--- config.mk ---
export PLATFORM = sky130hd
export DESIGN_NAME = brch_unit
export DESIGN_NICKNAME = d
export VERILOG_FILES = /design/src/logic/brch_pkg.sv /design/src/logic/brch_tag_alloc.sv /design/src/logic/brch_occ_cnt.sv /design/src/logic/brch_track_ctrl.sv /design/src/logic/brch_pos_fifo.sv /design/src/logic/brch_unit.sv
export VERILOG_INCLUDE_DIRS = /design/src /design/src/logic
export SDC_FILE = /design/constraint.sdc
export NUM_CORES = 1
export LEC_CHECK = 0
export BUFFER_PORTS_ARGS = -buffer_cell sky130_fd_sc_hd__buf_2
export CORE_AREA = 2 2 120 122
export DETAILED_ROUTE_END_ITERATION = 16
export DIE_AREA = 0 0 122 124
export GPL_ROUTABILITY_DRIVEN = 0
export PLACE_DENSITY_LB_ADDON = 0.05
export SLEW_MARGIN = 0
export SYNTH_ARGS = -nofsm -noshare
export SYNTH_HDL_FRONTEND = slang
export SYNTH_SLANG_ARGS = --single-unit
--- constraint.sdc ---
create_clock -name clk -period 3.15 [get_ports clk]
set_input_delay 0 -clock clk [delete_from_list [all_inputs] [get_ports clk]]
set_output_delay 0 -clock clk [all_outputs]
set_load 0.05 [all_outputs]
--- src/logic/brch_macros.svh ---
`ifndef BRCH_MACROS_SVH
`define BRCH_MACROS_SVH

// instruction group shape
`define BRCH_INST_W 66 // full decoded word per slot
`define BRCH_ISSUE  4  // slots per rename group

// tag and rob position widths
`define BRCH_TAG_W  6
`define BRCH_POS_W  7  // also width of nxt_indx

// tracking queue, depth must be a power of two
`define BRCH_DEPTH  2
`define BRCH_PTR_W  $clog2(`BRCH_DEPTH)
`define BRCH_CNT_W  $clog2(`BRCH_DEPTH + 1) // must hold DEPTH itself

`endif

--- src/logic/brch_pkg.sv ---
`include "brch_macros.svh"

package brch_pkg;

   // tag handed out per branch, low bits of nxt_indx plus slot
   typedef logic [`BRCH_TAG_W-1:0] brch_tag_t;

   // reorder buffer position, wraps at 7 bits
   typedef logic [`BRCH_POS_W-1:0] rob_pos_t;

   // index into the tracking queue
   typedef logic [`BRCH_PTR_W-1:0] brch_ptr_t;

   // live entry count / free room, 0..DEPTH
   typedef logic [`BRCH_CNT_W-1:0] brch_cnt_t;

endpackage

--- src/logic/brch_tag_alloc.sv ---
`include "brch_macros.svh"
`timescale 1ns/1ns

module brch_tag_alloc
   import brch_pkg::*;
(
   input  logic [`BRCH_INST_W-1:0] inst0,
   input  logic [`BRCH_INST_W-1:0] inst1,
   input  logic [`BRCH_INST_W-1:0] inst2,
   input  logic [`BRCH_INST_W-1:0] inst3,
   input  logic [`BRCH_POS_W-1:0]  nxt_indx,     // low bits = tag of slot 0
   input  rob_pos_t                curr_pos,     // rob position of slot 0
   input  logic [2:0]              pr_need_inst, // slot k takes a rob entry
   output brch_tag_t               new_tag0,     // oldest branch
   output brch_tag_t               new_tag1,     // second oldest
   output rob_pos_t                new_pos0,
   output rob_pos_t                new_pos1,
   output logic [1:0]              new_cnt       // 0..2, extras dropped
);

   logic [`BRCH_INST_W-1:0] inst_arr [`BRCH_ISSUE];
   logic [`BRCH_ISSUE-1:0]  is_brch;
   logic [`BRCH_ISSUE-1:0]  need_ext; // last slot never adds to a younger one
   brch_tag_t               slot_tag [`BRCH_ISSUE];
   rob_pos_t                slot_pos [`BRCH_ISSUE];

   assign inst_arr[0] = inst0;
   assign inst_arr[1] = inst1;
   assign inst_arr[2] = inst2;
   assign inst_arr[3] = inst3;

   assign need_ext = {1'b0, pr_need_inst};

   // op class nonzero -> branch
   always_comb
   begin
      for (int k = 0; k < `BRCH_ISSUE; k++)
         is_brch[k] = |inst_arr[k][31:30];
   end

   // per slot tag and prefix summed position
   always_comb
   begin
      rob_pos_t run;
      run = curr_pos;
      for (int k = 0; k < `BRCH_ISSUE; k++)
      begin
         slot_tag[k] = nxt_indx[`BRCH_TAG_W-1:0] + brch_tag_t'(k); // wraps at 6 bits
         slot_pos[k] = run;
         run         = run + rob_pos_t'(need_ext[k]);
      end
   end

   // pick oldest two branches, slot 0 is oldest
   always_comb
   begin
      new_tag0 = '0;
      new_tag1 = '0;
      new_pos0 = '0;
      new_pos1 = '0;
      new_cnt  = 2'd0;
      for (int k = 0; k < `BRCH_ISSUE; k++)
      begin
         if (is_brch[k])
         begin
            if (new_cnt == 2'd0)
            begin
               new_tag0 = slot_tag[k];
               new_pos0 = slot_pos[k];
               new_cnt  = 2'd1;
            end
            else if (new_cnt == 2'd1)
            begin
               new_tag1 = slot_tag[k];
               new_pos1 = slot_pos[k];
               new_cnt  = 2'd2; // third / fourth ignored
            end
         end
      end
   end

endmodule

--- src/logic/brch_occ_cnt.sv ---
`include "brch_macros.svh"
`timescale 1ns/1ns

module brch_occ_cnt
   import brch_pkg::*;
(
   input  logic       clk,
   input  logic       rst_n,
   input  logic       stall,      // hold everything
   input  logic [1:0] alloc_n,    // entries written this cycle, already clipped
   input  logic       retire,     // head leaves
   input  brch_cnt_t  cut_to,     // survivors after mispredict
   input  logic       cut,
   output brch_cnt_t  count,
   output brch_cnt_t  free_slots  // registered, depth - count
);

   brch_cnt_t cnt_nxt;

   // mispredict overrides, alloc and retire can coexist
   always_comb
   begin
      if (cut)
         cnt_nxt = cut_to;
      else
         cnt_nxt = count + brch_cnt_t'(alloc_n) - brch_cnt_t'(retire);
   end

   always_ff @(posedge clk or negedge rst_n)
   begin
      if (!rst_n)
      begin
         count      <= '0;
         free_slots <= brch_cnt_t'(`BRCH_DEPTH); // empty queue
      end
      else if (!stall)
      begin
         count      <= cnt_nxt;
         free_slots <= brch_cnt_t'(`BRCH_DEPTH) - cnt_nxt; // tracks count
      end
   end

endmodule

--- src/logic/brch_track_ctrl.sv ---
`include "brch_macros.svh"
`timescale 1ns/1ns

module brch_track_ctrl
   import brch_pkg::*;
(
   input  logic       clk,
   input  logic       rst_n,
   input  logic       stall,
   input  logic       mis_pred,
   input  brch_tag_t  brch_mis_indx,
   input  logic       cmt_brch,
   input  brch_tag_t  cmt_brch_indx,
   input  brch_cnt_t  count,                  // live entries
   input  brch_cnt_t  free_slots,             // room as of last edge
   input  logic [1:0] new_cnt,                // branches found in group
   input  brch_tag_t  ent_tag [`BRCH_DEPTH],  // index 0 = head
   input  rob_pos_t   ent_pos [`BRCH_DEPTH],
   output brch_ptr_t  head,
   output brch_ptr_t  tail,
   output logic       wr_en0,
   output logic       wr_en1,
   output logic [1:0] alloc_n,
   output logic       retire,
   output logic       cut,
   output brch_cnt_t  cut_to,
   output logic       flush,
   output rob_pos_t   flush_pos,
   output logic       all_nop
);

   logic      mis_hit;  // tag found among live entries
   brch_ptr_t hit_idx;  // head relative

   // mispredict lookup, oldest match wins
   always_comb
   begin
      mis_hit = 1'b0;
      hit_idx = '0;
      for (int i = 0; i < `BRCH_DEPTH; i++)
      begin
         if (!mis_hit && (brch_cnt_t'(i) < count) && (ent_tag[i] == brch_mis_indx))
         begin
            mis_hit = 1'b1;
            hit_idx = brch_ptr_t'(i);
         end
      end
   end

   assign flush     = mis_pred; // raised even on a miss
   assign all_nop   = mis_pred; // squash the group
   assign flush_pos = (mis_pred && mis_hit) ? ent_pos[hit_idx] : '0;

   // matched entry and younger are dropped, older ones survive
   assign cut    = mis_pred & mis_hit;
   assign cut_to = brch_cnt_t'(hit_idx);

   // commit only on head tag, mispredict wins
   assign retire = cmt_brch && !mis_pred && (count != '0) &&
                   (ent_tag[0] == cmt_brch_indx);

   // allocation clipped to free room, nothing under mispredict
   always_comb
   begin
      if (mis_pred)
         alloc_n = 2'd0;
      else if (brch_cnt_t'(new_cnt) > free_slots)
         alloc_n = 2'(free_slots); // < 2 here
      else
         alloc_n = new_cnt;
   end

   assign wr_en0 = (alloc_n != 2'd0); // oldest at tail
   assign wr_en1 = (alloc_n == 2'd2); // next at tail + 1

   // head pointer
   always_ff @(posedge clk or negedge rst_n)
   begin
      if (!rst_n)
         head <= '0;
      else if (!stall && retire)
         head <= head + brch_ptr_t'(1);
   end

   // tail pointer, cut moves it back to the matched slot
   always_ff @(posedge clk or negedge rst_n)
   begin
      if (!rst_n)
         tail <= '0;
      else if (!stall)
      begin
         if (cut)
            tail <= head + hit_idx;
         else
            tail <= tail + brch_ptr_t'(alloc_n); // wraps mod depth
      end
   end

endmodule

--- src/logic/brch_pos_fifo.sv ---
`include "brch_macros.svh"
`timescale 1ns/1ns

module brch_pos_fifo
   import brch_pkg::*;
(
   input  logic      clk,
   input  logic      rst_n,
   input  logic      stall,
   input  brch_ptr_t head,
   input  brch_ptr_t tail,
   input  logic      wr_en0,   // write at tail
   input  logic      wr_en1,   // write at tail + 1
   input  brch_tag_t wr_tag0,
   input  brch_tag_t wr_tag1,
   input  rob_pos_t  wr_pos0,
   input  rob_pos_t  wr_pos1,
   output brch_tag_t ent_tag [`BRCH_DEPTH], // rotated, 0 = head
   output rob_pos_t  ent_pos [`BRCH_DEPTH]
);

   brch_tag_t tag_mem [`BRCH_DEPTH];
   rob_pos_t  pos_mem [`BRCH_DEPTH];
   brch_ptr_t tail1;

   assign tail1 = tail + brch_ptr_t'(1);

   // entry storage, two write ports
   always_ff @(posedge clk or negedge rst_n)
   begin
      if (!rst_n)
      begin
         for (int i = 0; i < `BRCH_DEPTH; i++)
         begin
            tag_mem[i] <= '0;
            pos_mem[i] <= '0;
         end
      end
      else if (!stall)
      begin
         if (wr_en0)
         begin
            tag_mem[tail] <= wr_tag0;
            pos_mem[tail] <= wr_pos0;
         end
         if (wr_en1)
         begin
            tag_mem[tail1] <= wr_tag1;
            pos_mem[tail1] <= wr_pos1;
         end
      end
   end

   // head relative read view
   for (genvar i = 0; i < `BRCH_DEPTH; i++)
   begin : g_rd
      brch_ptr_t rd_idx;

      assign rd_idx     = head + brch_ptr_t'(i); // wraps
      assign ent_tag[i] = tag_mem[rd_idx];
      assign ent_pos[i] = pos_mem[rd_idx];
   end

endmodule

--- src/logic/brch_unit.sv ---
`include "brch_macros.svh"
`timescale 1ns/1ns

module brch_unit
   import brch_pkg::*;
(
   input  logic                    clk,
   input  logic                    rst_n,
   input  logic [`BRCH_INST_W-1:0] inst0,
   input  logic [`BRCH_INST_W-1:0] inst1,
   input  logic [`BRCH_INST_W-1:0] inst2,
   input  logic [`BRCH_INST_W-1:0] inst3,
   input  logic [`BRCH_POS_W-1:0]  nxt_indx,
   input  rob_pos_t                curr_pos,
   input  logic [3:0]              pr_need_inst, // bit 3 not needed
   input  logic                    mis_pred,
   input  brch_tag_t               brch_mis_indx,
   input  logic                    cmt_brch,
   input  brch_tag_t               cmt_brch_indx,
   input  logic                    stall,
   output logic                    flush,
   output rob_pos_t                flush_pos,
   output logic                    all_nop,
   output brch_cnt_t               free_slots  // upstream holds back on 0
);

   brch_tag_t  new_tag0, new_tag1;
   rob_pos_t   new_pos0, new_pos1;
   logic [1:0] new_cnt;
   logic [1:0] alloc_n;
   logic       retire, cut;
   brch_cnt_t  cut_to, count;
   brch_ptr_t  head, tail;
   logic       wr_en0, wr_en1;
   brch_tag_t  ent_tag [`BRCH_DEPTH];
   rob_pos_t   ent_pos [`BRCH_DEPTH];

   brch_tag_alloc u_alloc (
      .inst0, .inst1, .inst2, .inst3,
      .nxt_indx, .curr_pos,
      .pr_need_inst (pr_need_inst[2:0]),
      .new_tag0, .new_tag1, .new_pos0, .new_pos1, .new_cnt
   );

   brch_occ_cnt u_occ (
      .clk, .rst_n, .stall,
      .alloc_n, .retire, .cut_to, .cut,
      .count, .free_slots
   );

   brch_track_ctrl u_ctrl (
      .clk, .rst_n, .stall,
      .mis_pred, .brch_mis_indx, .cmt_brch, .cmt_brch_indx,
      .count, .free_slots, .new_cnt,
      .ent_tag, .ent_pos,
      .head, .tail, .wr_en0, .wr_en1,
      .alloc_n, .retire, .cut, .cut_to,
      .flush, .flush_pos, .all_nop
   );

   brch_pos_fifo u_fifo (
      .clk, .rst_n, .stall,
      .head, .tail, .wr_en0, .wr_en1,
      .wr_tag0 (new_tag0),
      .wr_tag1 (new_tag1),
      .wr_pos0 (new_pos0),
      .wr_pos1 (new_pos1),
      .ent_tag, .ent_pos
   );

endmodule

==> results.yml, run 1 <==
floorplanning:
  pin_count: 310
  dieArea_mm2: 0.01513
  initial_core_util: 0.2904
  fp.dieH_um: 124
  core_mm2: 0.01372
  fp.dieW_um: 122
  rows: 43
worst_setup_path:
  max_stage_delay_ns: 0.32
  path_cells: "buf_6, or2_4, ha_4, nor3b_4, or2_4, ha_1, o21bai_1, o31ai_2, ha_2, nor2b_4, o21ai_2, mux2_4, or2_1, ha_1, inv_2, ha_4, xor2_1, xnor2_1, xnor2_1, xor2_1, nand2_1, nand2_1, o21ai_2"
  start_kind: "input pin"
  endpoint_kind: "register"
  worst_path_max_delay_cell: "mux2_4"
  worst-path-buf-inv: 2
  arrival_ns: 3.93
  cp_max_fo: 3
  critical_path.top_delay_family: "adder cells"
  r2r_cells: 16
  path_depth: 23
  crit_required_ns: 3.35
  criticalPathCategory: "in2reg"
pwr:
  switching_share: 0.4083
  switching_power_mw: 1.452
  power_mw: 3.557
  pwr-share-seq: 0.222
  power_density_mw_per_mm2: 634.1
  internal_power_mw: 2.105
  pwr-share-comb: 0.602
  p_leak_nw: 2.369
  power_frac_clock: 0.176
  peakVddDrop_mv: 0.3092
synthesis:
  synth_cell_types: 82
  synthTopCellsByArea: "dfrtp_1 19%, ha_1 6.9%, nor2_1 5.6%"
  ys_ff_latch: 31
  yosysMostFrequentCell: "nor2_1"
  ys_seq_area_frac: 0.1950
  syn_area_mm2: 0.003984
  async_reset_ff_frac: 1.000
  synth_cells: 490
  ys.warnings.count: 0
  yosysTopAreaCellShare: 0.1884
  syn_avg_cell_area_um2: 8.130
  yosys.area.top_type: "dfrtp_1"
  synth_common_cells: "59 x nor2_1, 42 x nand2_1, 36 x a21oi_1, 30 x dfrtp_1, 23 x xnor2_1"
  syn_nets: 811
  ys.flop_type: "dfrtp_1"
  synth-edff-count: 0
sta:
  hold_viol: 0
  final_max_slew_viol_count: 0
  fmax_mhz: 268.2
  finalWorstPathRequiredPeriod_ns: 3.729
  finalSetupViolations: 29
  worst_slew_pin_slew_ns: 0.7447
  rsz0062_at_grt: "true"
  tns_ns: -12.19
  fin_ws_ns: -0.5786
  maxSlewHeadroom: 0.4997
  min_period_over_period: 1.184
  finClkSkew_ns: 0.009273
clocking:
  htree_levels: 2
  cts.sinks: 31
  cts_made_buffers: 5
  cts_tree: "yes"
  clk_latency_ns: 0.28
  cts-root-buf: "clkbuf_16"
  clk_pin_slew_worst_paths_ns: 0.05
  cts_buffer_depth: 2
grt:
  antenna_found_initial: 0
  grt_max_degree: 32
  grt_pass1_vias: 4118
  grt_util_all_layers: 0.1917
  grt_pass1_wl_mm: 22.29
  grt_remaining_overflow: 0
route:
  wl_met1_mm: 6.652
  wl_met3_um: 512
  dr.pass1.iters: 4
  num_vias: 4088
  wirelength_mm: 14.08
  ant_nets: 0
  drt_iter0_drc: 198
  vias_per_cell: 5.254
  wl_met2_mm: 6.739
  drcViolationCount: 0
  wl_per_cell_um: 18.09
  top_layer_used: "met4"
layout:
  drive_above_1_share: 0.3729
  diodes: 0
  fin_nets: 918
  syn_to_final_growth_pct: 40.80
worst_hold_path:
  hold_path.class: "in2reg"
  hold_depth: 4
outcome:
  status: "finished, violations left"
  violations: "setup timing"
placed_design:
  portBuffers: 51
  post-dp-hpwl_mm: 11.07
job:
  cap_violations: 0
[registers in the layout, indices dropped and copies added, names as in the netlist]
signal	count
u_fifo.pos_mem	14
u_occ.count	1
u_fifo.tag_mem	12
u_ctrl.tail	1
u_occ.free_slots	2
u_ctrl.head	1
[logic make-up after synthesis]
logic type / after synthesis / synth area share
AOI/OAI and AO/OA: 152 / 0.2685
xor gates and xnor gates: 42 / 0.1121
adders and majority gates: 22 / 0.06909
buffers and inverters: 45 / 0.05810
DFF: 31 / 0.1950
muxes: 22 / 0.05967
and+or+nand+nor: 176 / 0.2374
[cell usage in the layout, fill, tap and decap left out, types with 7 or more instances in the layout]
cell type   n
nor2_1     52
buf_4      49
buf_2      48
nand2_1    39
buf_6      32
a21oi_1    31
dfrtp_1    30
xnor2_1    23
mux2i_1    19
o22a_1     17
o21ai_0    15
ha_1       15
xor2_1     13
a221oi_1   12
nand3_1     9
and3_1      9
o21ai_1     8
a21o_1      8
nor3_1      7
[path summary, 6_finish.rpt]
path	start	to	slack, ns
max in group asynchronous	rst_n	u_ctrl.head$_DFFE_PN0P_	2.35
worst min register to register	u_fifo.pos_mem[10]$_DFFE_PN0N_	u_fifo.pos_mem[10]$_DFFE_PN0N_	0.48
worst max-delay path	inst1[31]	u_occ.free_slots[1]$_DFFE_PN1N_	-0.58
worst min-delay path	nxt_indx[5]	u_fifo.tag_mem[5]$_DFFE_PN0N_	0.19
worst max register to register	u_occ.free_slots[1]$_DFFE_PN1N_	u_occ.free_slots[1]$_DFFE_PN1N_	0.03
min in group asynchronous	rst_n	u_fifo.tag_mem[10]$_DFFE_PN0N_	0.33
[power by group through the flow]
stage	registers (mW)	logic [mW]	clock network, mW
after floorplan	0.739	1.27	0
after global placement	0.773	1.75	0
after detailed placement	0.777	1.76	0
after CTS	0.775	1.94	0.638
after global routing	0.819	2.35	0.658
final	0.789	2.14	0.626
[area by class of cell]
type                    instances  area [um^2]
multi-input cells             414         3313
well taps                     180        225.2
repair buffers                134         1046
clock inverters                 2        60.06
inverters                      11        58.81
flip-flops and latches         31        777.0
fillers                      1370         8110
clock buffers                   6        128.9
[what timing repair did]
item	in CTS	in global routing
cloned	0	0
pin swaps	20	18
hold buffers	1	0
setup buffers	14	15
hold endpoints to repair	30	0
setup endpoints to repair	36	36
gates resized for setup	39	49
[tightest hold or removal path: stages]
cell and delay, ns:
buf_2 0.13, a31oi_1 0.11, nand2_1 0.09, o311ai_1 0.09
[metrics by stage]
stage	setup slack, ns	cell area (um^2)	hold slack, ns	utilization	std cells
3_3_place_gp	-0.8229	4791	0.1040	0.3492	742
4_1_cts	-0.4626	5255	0.1866	0.3830	763
6_report	-0.5786	5609	0.1912	0.4088	778
5_1_grt	-0.7982	5609	0.2429	0.4088	778
3_5_place_dp	-0.9087	4791	0.1028	0.3492	742
2_1_floorplan	-1.106	4131	-0.2956	-	490
[routing by layer]
metal	up-vias	track usage
li1	2030	-
met1	1951	0.2662
met2	97	0.3188
met3	10	0.02564
met4	0	0.03807
met5	-	0
(Power assumes the default switching activity.)
==> inputs of run 2 (changes only) <==
--- a/config.mk
+++ b/config.mk
@@ -6,11 +6,13 @@
 export SDC_FILE = /design/constraint.sdc
 export NUM_CORES = 1
 export LEC_CHECK = 0
+export ABC_AREA = 1
 export BUFFER_PORTS_ARGS = -buffer_cell sky130_fd_sc_hd__buf_2
-export CORE_AREA = 2 2 120 122
+export CORE_AREA = 2 2 121 123
 export DETAILED_ROUTE_END_ITERATION = 16
-export DIE_AREA = 0 0 122 124
+export DIE_AREA = 0 0 123 125
 export GPL_ROUTABILITY_DRIVEN = 0
+export GPL_TIMING_DRIVEN = 0
 export PLACE_DENSITY_LB_ADDON = 0.05
 export SLEW_MARGIN = 0
 export SYNTH_ARGS = -nofsm -noshare
==> run 2 against run 1 <==
The flow now finishes without violations. Cell count increased by 22%. Global-route usage increased by 2.1 points. Hold slack got worse by 0.059 ns. Sequential share of layout area increased by 1.2 points. Die area increased by 1.6%. Utilization decreased by 4.5 points. Total power decreased by 8.0%. Setup slack improved by 0.68 ns. First-iteration DRC count increased by 120%. Register-to-register slack improved by 0.28 ns. Sequential power decreased by 7.0%. Largest power group unchanged.
==> results.yml, run 2 <==
outcome:
  status: "finished clean"
route:
  num_vias: 4789
  drt_iter0_drc: 429
  vias_per_cell: 5.046
  ant_nets: 0
  drcViolationCount: 0
  wl_per_cell_um: 16.83
  dr.pass1.iters: 5
  wirelength_mm: 15.98
placed_design:
  dp_slack_ns: -1.023
  portBuffers: 48
  post-dp-hpwl_mm: 12.42
  dpl-instance-area_mm2: 0.004574
sta:
  min_period_over_period: 0.9681
  final_max_slew_viol_count: 0
  hold_viol: 0
  maxSlewHeadroom: 0.4675
  finalSetupViolations: 0
  fmax_mhz: 327.9
  finClkSkew_ns: 0.008665
  finalWorstPathRequiredPeriod_ns: 3.049
  rsz0062_at_grt: "true"
  tns_ns: 0
  worst_slew_pin_slew_ns: 0.7988
  fin_ws_ns: 0.1005
layout:
  multi_input_area_mm2: 0.003060
  top_regs: "u_fifo.pos_mem (14), u_fifo.tag_mem (12), u_occ.free_slots (2)"
  regMostFlops: "u_fifo.pos_mem"
  layout.cells.most_common_list: "200 x nand2_1, 66 x inv_1, 57 x nor2_1"
  final-seq-area_um2: 777.0
  postLayoutCoreUtil: 0.3635
  final_common_cell: "nand2_1"
  syn_to_final_growth_pct: 27.27
  largest_reg_flops: 14
  fillers: 1583
  drive_above_1_share: 0.2157
  fin_nets: 1085
  fin_area_mm2: 0.005162
  diodes: 0
synthesis:
  async_reset_ff_frac: 1.000
  syn_area_mm2: 0.004056
  yosysTopAreaCellShare: 0.1888
  synth-edff-count: 0
  synth_cells: 684
  syn_avg_cell_area_um2: 5.930
  ys.flop_type: "dfrtp_1"
  ys_ff_latch: 31
  yosys.area.top_type: "nand2_1"
  synth_cell_types: 39
  yosysMostFrequentCell: "nand2_1"
  ys.warnings.count: 0
  synthTopCellsByArea: "nand2_1 19%, dfrtp_1 19%, ha_1 6.8%"
  syn_nets: 1005
  ys_seq_area_frac: 0.1915
  synth_common_cells: "204 x nand2_1, 72 x inv_1, 58 x nor2_1, 47 x nand3_1, 47 x o21ai_0"
grt:
  grt_max_degree: 32
  grt_util_all_layers: 0.2124
  grt_pass1_wl_mm: 25.46
  grt_remaining_overflow: 0
  grt_pass1_vias: 4708
  antenna_found_initial: 0
pwr:
  p_leak_nw: 2.544
  power_density_mw_per_mm2: 633.6
  peakVddDrop_mv: 0.2963
  power_mw: 3.271
job:
  cap_violations: 0
worst_setup_path:
  cp_max_fo: 3
  crit_required_ns: 3.37
  endpoint_kind: "register"
  arrival_ns: 3.27
  start_kind: "input pin"
  criticalPathCategory: "in2reg"
clocking:
  cts-root-buf: "clkbuf_16"
  clk_latency_ns: 0.28
  cts_tree: "yes"
  cts_buffer_depth: 2
  clk_pin_slew_worst_paths_ns: 0.06
  htree_levels: 2
  cts.sinks: 31
  cts_made_buffers: 5
floorplanning:
  rows: 44
  fp.dieW_um: 123
  core_mm2: 0.01420
  dieArea_mm2: 0.01538
  initial_core_util: 0.2856
  pin_count: 310
  fp.dieH_um: 125
worst_hold_path:
  hold_path.class: "in2reg"
-- run 2: changes by cell type after synthesis, moves of 13 or more --
cell	change
nand2_1	+162
inv_1	+63
nand3_1	+36
o21ai_0	+27
mux2i_1	-19
xnor2_1	-17
o21ai_1	+16
o22a_1	-16
a221oi_1	-13
-- run 2: area by class of cell --
class                   count  area share
multi-input cells         546      0.5928
flip-flops and latches     31      0.1505
repair buffers             75     0.09331
inverters                  82     0.06544
well taps                 184     0.04460
plain buffers              23     0.02618
clock buffers               5     0.02424
clock inverters             3    0.002908
-- run 2: cells by family (layout without fill, tap and decap cells) --
logic type	after synthesis	in the layout	synth area share
XOR/XNOR	21	21	0.04534
AND/OR/NAND/NOR	353	353	0.3791
flip-flops	31	31	0.1915
adder cells (fa/ha/maj)	22	22	0.06786
AO/OA/AOI/OAI	150	150	0.2054
buffers and inverters	107	188	0.1107
-- run 2: final timing paths --
check | from | end | slack, ns | depth (start not counted)
min in group asynchronous | rst_n | u_fifo.pos_mem[13]$_DFFE_PN0N_ | 0.34 | 2
max in group asynchronous | rst_n | u_fifo.tag_mem[6]$_DFFE_PN0N_ | 2.30 | 2
max | inst1[31] | u_occ.free_slots[1]$_DFFE_PN1N_ | 0.10 | 26
min | stall | u_occ.free_slots[1]$_DFFE_PN1N_ | 0.13 | 5
min reg2reg | u_fifo.pos_mem[13]$_DFFE_PN0N_ | u_fifo.pos_mem[13]$_DFFE_PN0N_ | 0.52 | 2
max reg2reg | u_ctrl.head$_DFFE_PN0P_ | u_occ.free_slots[1]$_DFFE_PN1N_ | 0.31 | 14
-- run 2: per-stage QoR --
step | hold slack [ns] | std cells
final | 0.1319 | 949
after floorplan | -0.2956 | 684
after global placement | 0.1297 | 916
after global routing | 0.2224 | 949
after CTS | 0.1571 | 942
after detailed placement | 0.1313 | 916
-- run 2: critical path, stage by stage --
cell and delay, ns:
buf_6 0.09, nor2_4 0.18, buf_6 0.14, ha_4 0.13, inv_4 0.03, o21ai_4 0.19
inv_2 0.07, ha_4 0.17, nand2_4 0.10, clkinv_8 0.05, a21oi_4 0.17, ha_4 0.23
inv_2 0.04, nor2_1 0.03, o21a_1 0.17, nand3b_1 0.21, nand3_4 0.12, ha_4 0.21
inv_4 0.05, ha_4 0.11, xor2_1 0.17, xor2_1 0.21, nand3_1 0.13, nand2_1 0.09
nor2_1 0.04, nor2_1 0.10
-- run 2: repair_timing --
action | 4_1_cts | 5_1_grt
pin swaps | 15 | 16
hold endpoints to repair | 30 | 0
buffers inserted | 18 | 8
setup endpoints to repair | 29 | 25
hold buffers | 1 | 0
resized for setup | 36 | 21
-- run 2: report_power, final --
group	switching (mW)	leakage, nW	internal (mW)
Sequential	0.145	0.368	0.589
Clock	0.189	0.0733	0.288
Combinational	1.31	2.10	0.749
-- run 2: metal layers --
metal	GRT usage	vias to the layer above	part of all wire
li1	-	2400	-
met4	0.03075	0	0.011
met2	0.3204	128	0.44
met5	0	-	0
met3	0.02828	15	0.054
met1	0.3267	2246	0.50
==> inputs of run 3 (changes only) <==
--- a/config.mk
+++ b/config.mk
@@ -8,13 +8,14 @@
 export LEC_CHECK = 0
 export ABC_AREA = 1
 export BUFFER_PORTS_ARGS = -buffer_cell sky130_fd_sc_hd__buf_2
-export CORE_AREA = 2 2 121 123
+export CORE_AREA = 2 2 119 121
 export DETAILED_ROUTE_END_ITERATION = 16
-export DIE_AREA = 0 0 123 125
+export DIE_AREA = 0 0 121 123
 export GPL_ROUTABILITY_DRIVEN = 0
 export GPL_TIMING_DRIVEN = 0
 export PLACE_DENSITY_LB_ADDON = 0.05
 export SLEW_MARGIN = 0
 export SYNTH_ARGS = -nofsm -noshare
 export SYNTH_HDL_FRONTEND = slang
+export SYNTH_HIERARCHICAL = 1
 export SYNTH_SLANG_ARGS = --single-unit
==> run 3 against run 2 <==
Total power increased by 11%. Via count increased by 9.5%. Register-to-register slack worse by 0.02 ns. Setup slack better by 0.14 ns. Sequential share of layout area down 0.53 points. Cell area up 3.7%. Largest power group unchanged.
==> results.yml, run 3 <==
grt:
  grt_pass1_wl_mm: 24.07
  grt_util_all_layers: 0.2047
  grt_pass1_vias: 4746
  grt_max_degree: 32
  grt_remaining_overflow: 0
  antenna_found_initial: 0
placed_design:
  dp_slack_ns: -0.6916
  portBuffers: 49
  dpl-instance-area_mm2: 0.005100
  post-dp-hpwl_mm: 11.88
  dp_cells: 1047
synthesis:
  ys_seq_area_frac: 0.1678
  synthSimpleGateAreaFrac: 0.4278
  syn_area_mm2: 0.004629
  synth_common_cells: "268 x nand2_1, 147 x inv_1, 71 x nand3_1, 56 x o21ai_0, 49 x nor2_1"
  synthTopCellsByArea: "nand2_1 22%, dfrtp_1 16%, inv_1 12%"
  ys.flop_type: "dfrtp_1"
  synth_xor_area_frac: 0.03405
  synth_cell_types: 41
  synthMuxAreaShare: 0.006486
  synth_cells: 818
  yosys.area.top_type: "nand2_1"
  syn_nets: 1140
  synth_top_family_by_area: "simple AND/OR/NAND/NOR gates"
  synth-edff-count: 0
  yosysTopAreaCellShare: 0.2173
  yosysMostFrequentCell: "nand2_1"
  async_reset_ff_frac: 1.000
  synth_fa_ha_area_frac: 0.06216
  ys_ff_latch: 31
  synth_compound_area_frac: 0.1265
  syn_avg_cell_area_um2: 5.659
  ys.warnings.count: 6
floorplanning:
  fp.dieW_um: 121
  fp.dieH_um: 123
  initial_core_util: 0.3401
  pin_count: 310
  dieArea_mm2: 0.01488
  core_mm2: 0.01361
  rows: 43
sta:
  worst_slew_pin_slew_ns: 0.7359
  finalWorstPathRequiredPeriod_ns: 2.911
  min_period_over_period: 0.9241
  rsz0062_at_grt: "true"
  final_max_slew_viol_count: 0
  finClkSkew_ns: 0.004494
  finalSetupViolations: 0
  fmax_mhz: 343.5
  maxSlewHeadroom: 0.5094
  fin_ws_ns: 0.2392
  hold_viol: 0
pwr:
  power_mw: 3.615
  power_density_mw_per_mm2: 675.3
  p_leak_nw: 3.085
  peakVddDrop_mv: 0.3098
clocking:
  htree_levels: 2
  clk_latency_ns: 0.28
  clk_pin_slew_worst_paths_ns: 0.06
  cts.sinks: 31
  cts_buffer_depth: 2
  cts-root-buf: "clkbuf_16"
  cts_made_buffers: 5
  cts_tree: "yes"
route:
  wl_per_cell_um: 14.20
  dr.pass1.iters: 6
  ant_nets: 0
  wirelength_mm: 15.04
  vias_per_cell: 4.951
  drt_iter0_drc: 384
  num_vias: 5243
  drcViolationCount: 0
layout:
  fin_nets: 1200
  postLayoutCoreUtil: 0.3932
  top_regs: "u_fifo/pos_mem (14), u_fifo/tag_mem (12), u_occ/count (2)"
  final_common_cell: "nand2_1"
  diodes: 0
  fin_area_mm2: 0.005353
  drive_above_1_share: 0.1706
  regMostFlops: "u_fifo/pos_mem"
  final-seq-area_um2: 777.0
  fin_cells: 1059
  layout.cells.most_common_list: "267 x nand2_1, 146 x inv_1, 70 x nand3_1"
  syn_to_final_growth_pct: 15.62
  fillers: 1529
  multi_input_area_mm2: 0.003085
  largest_reg_flops: 14
worst_hold_path:
  hold_path.class: "in2reg"
worst_setup_path:
  endpoint_kind: "output port"
  start_kind: "register"
  cp_max_fo: 10
  criticalPathCategory: "reg2out"
  arrival_ns: 2.91
  crit_required_ns: 3.15
outcome:
  status: "finished clean"
job:
  cap_violations: 0
==> run 3: changes by cell type after synthesis, sizes merged, moves of 6 or more <==
cell    previous run  this run
nor3               1         9
o22ai             13         6
inv               79       159
nor2              68        57
a21oi             45        19
nand2            220       290
o211ai             9         3
o21ai             72        59
buf               13        25
nand3             50        77
==> run 3: cell type report <==
class / count / area share
timing repair buffer: 53 / 0.05306
clock buffer: 7 / 0.02852
clock inverter: 1 / 0.001403
tap: 180 / 0.04208
buffer: 35 / 0.04114
inverter: 160 / 0.1122
sequential: 31 / 0.1452
multi-input combinational: 592 / 0.5764
==> run 3: metrics by stage <==
stage	hold WS, ns	setup TNS [ns]
after CTS	0.01938	0
after global placement	0.1099	-18.28
after global routing	0.05075	-0.03424
final	0.02077	0
after detailed placement	0.1128	-18.32
after floorplan	-0.2956	0
==> run 3: cell families after synthesis <==
| logic type | Yosys count |
|---|---|
| AO/OA/AOI/OAI | 103 |
| other | 1 |
| buffers and inverters | 195 |
| flip-flops | 31 |
| AND/OR/NAND/NOR | 444 |
| adder cells (fa/ha/maj) | 23 |
| multiplexers | 3 |
| XOR/XNOR | 18 |
==> run 3: report_power, final <==
part	internal, mW	leakage (nW)	total, mW	switching (mW)
clock network	0.336	0.0761	0.526	0.190
logic	0.810	2.67	2.37	1.56
registers	0.596	0.342	0.724	0.127
total	1.74	3.09	3.61	1.87
==> run 3: routing by layer <==
metal  GRT usage  vias up  wire, um
met5           0        -         0
met4     0.02907        0       100
met3     0.03413        8      1080
met2      0.3216      172      6608
met1      0.2997     2411      7252
li1            -     2652         -
==> run 3: worst paths after layout <==
kind                                                from                         endpoint  slack, ns  depth (start not counted)
max in group asynchronous                          rst_n          u_ctrl/head$_DFFE_PN0P_       2.36                          2
min reg2reg                u_fifo/pos_mem[7]$_DFFE_PN0N_    u_fifo/pos_mem[7]$_DFFE_PN0N_       0.55                          4
min                                                stall          u_ctrl/tail$_DFFE_PN0N_       0.02                          3
max                              u_ctrl/head$_DFFE_PN0P_                     flush_pos[2]       0.24                         13
max reg2reg                      u_ctrl/head$_DFFE_PN0P_  u_occ/free_slots[1]$_DFFE_PN1N_       0.29                         17
min in group asynchronous                          rst_n   u_fifo/tag_mem[11]$_DFFE_PN0N_       0.32                          2
==> run 3: what timing repair did <==
item,in CTS,in global routing
resized for setup,8,24
pin swaps,1,0
endpoints found under the setup margin,36,36
endpoints found under the hold margin,30,0
setup buffers,1,1
hold buffers,1,0
gates cloned,0,1
==> run 3: critical path, stage by stage, from the launching register on <==
cell	delay, ns
dfrtp_1	0.43
buf_2	0.20
buf_2	0.27
nand2_1	0.08
o21ai_1	0.22
inv_1	0.10
nand2_1	0.07
nand3_1	0.08
nor2_2	0.18
nand2_4	0.14
nand2_2	0.25
nor2_1	0.07
nor3_1	0.24
clkbuf_4	0.30
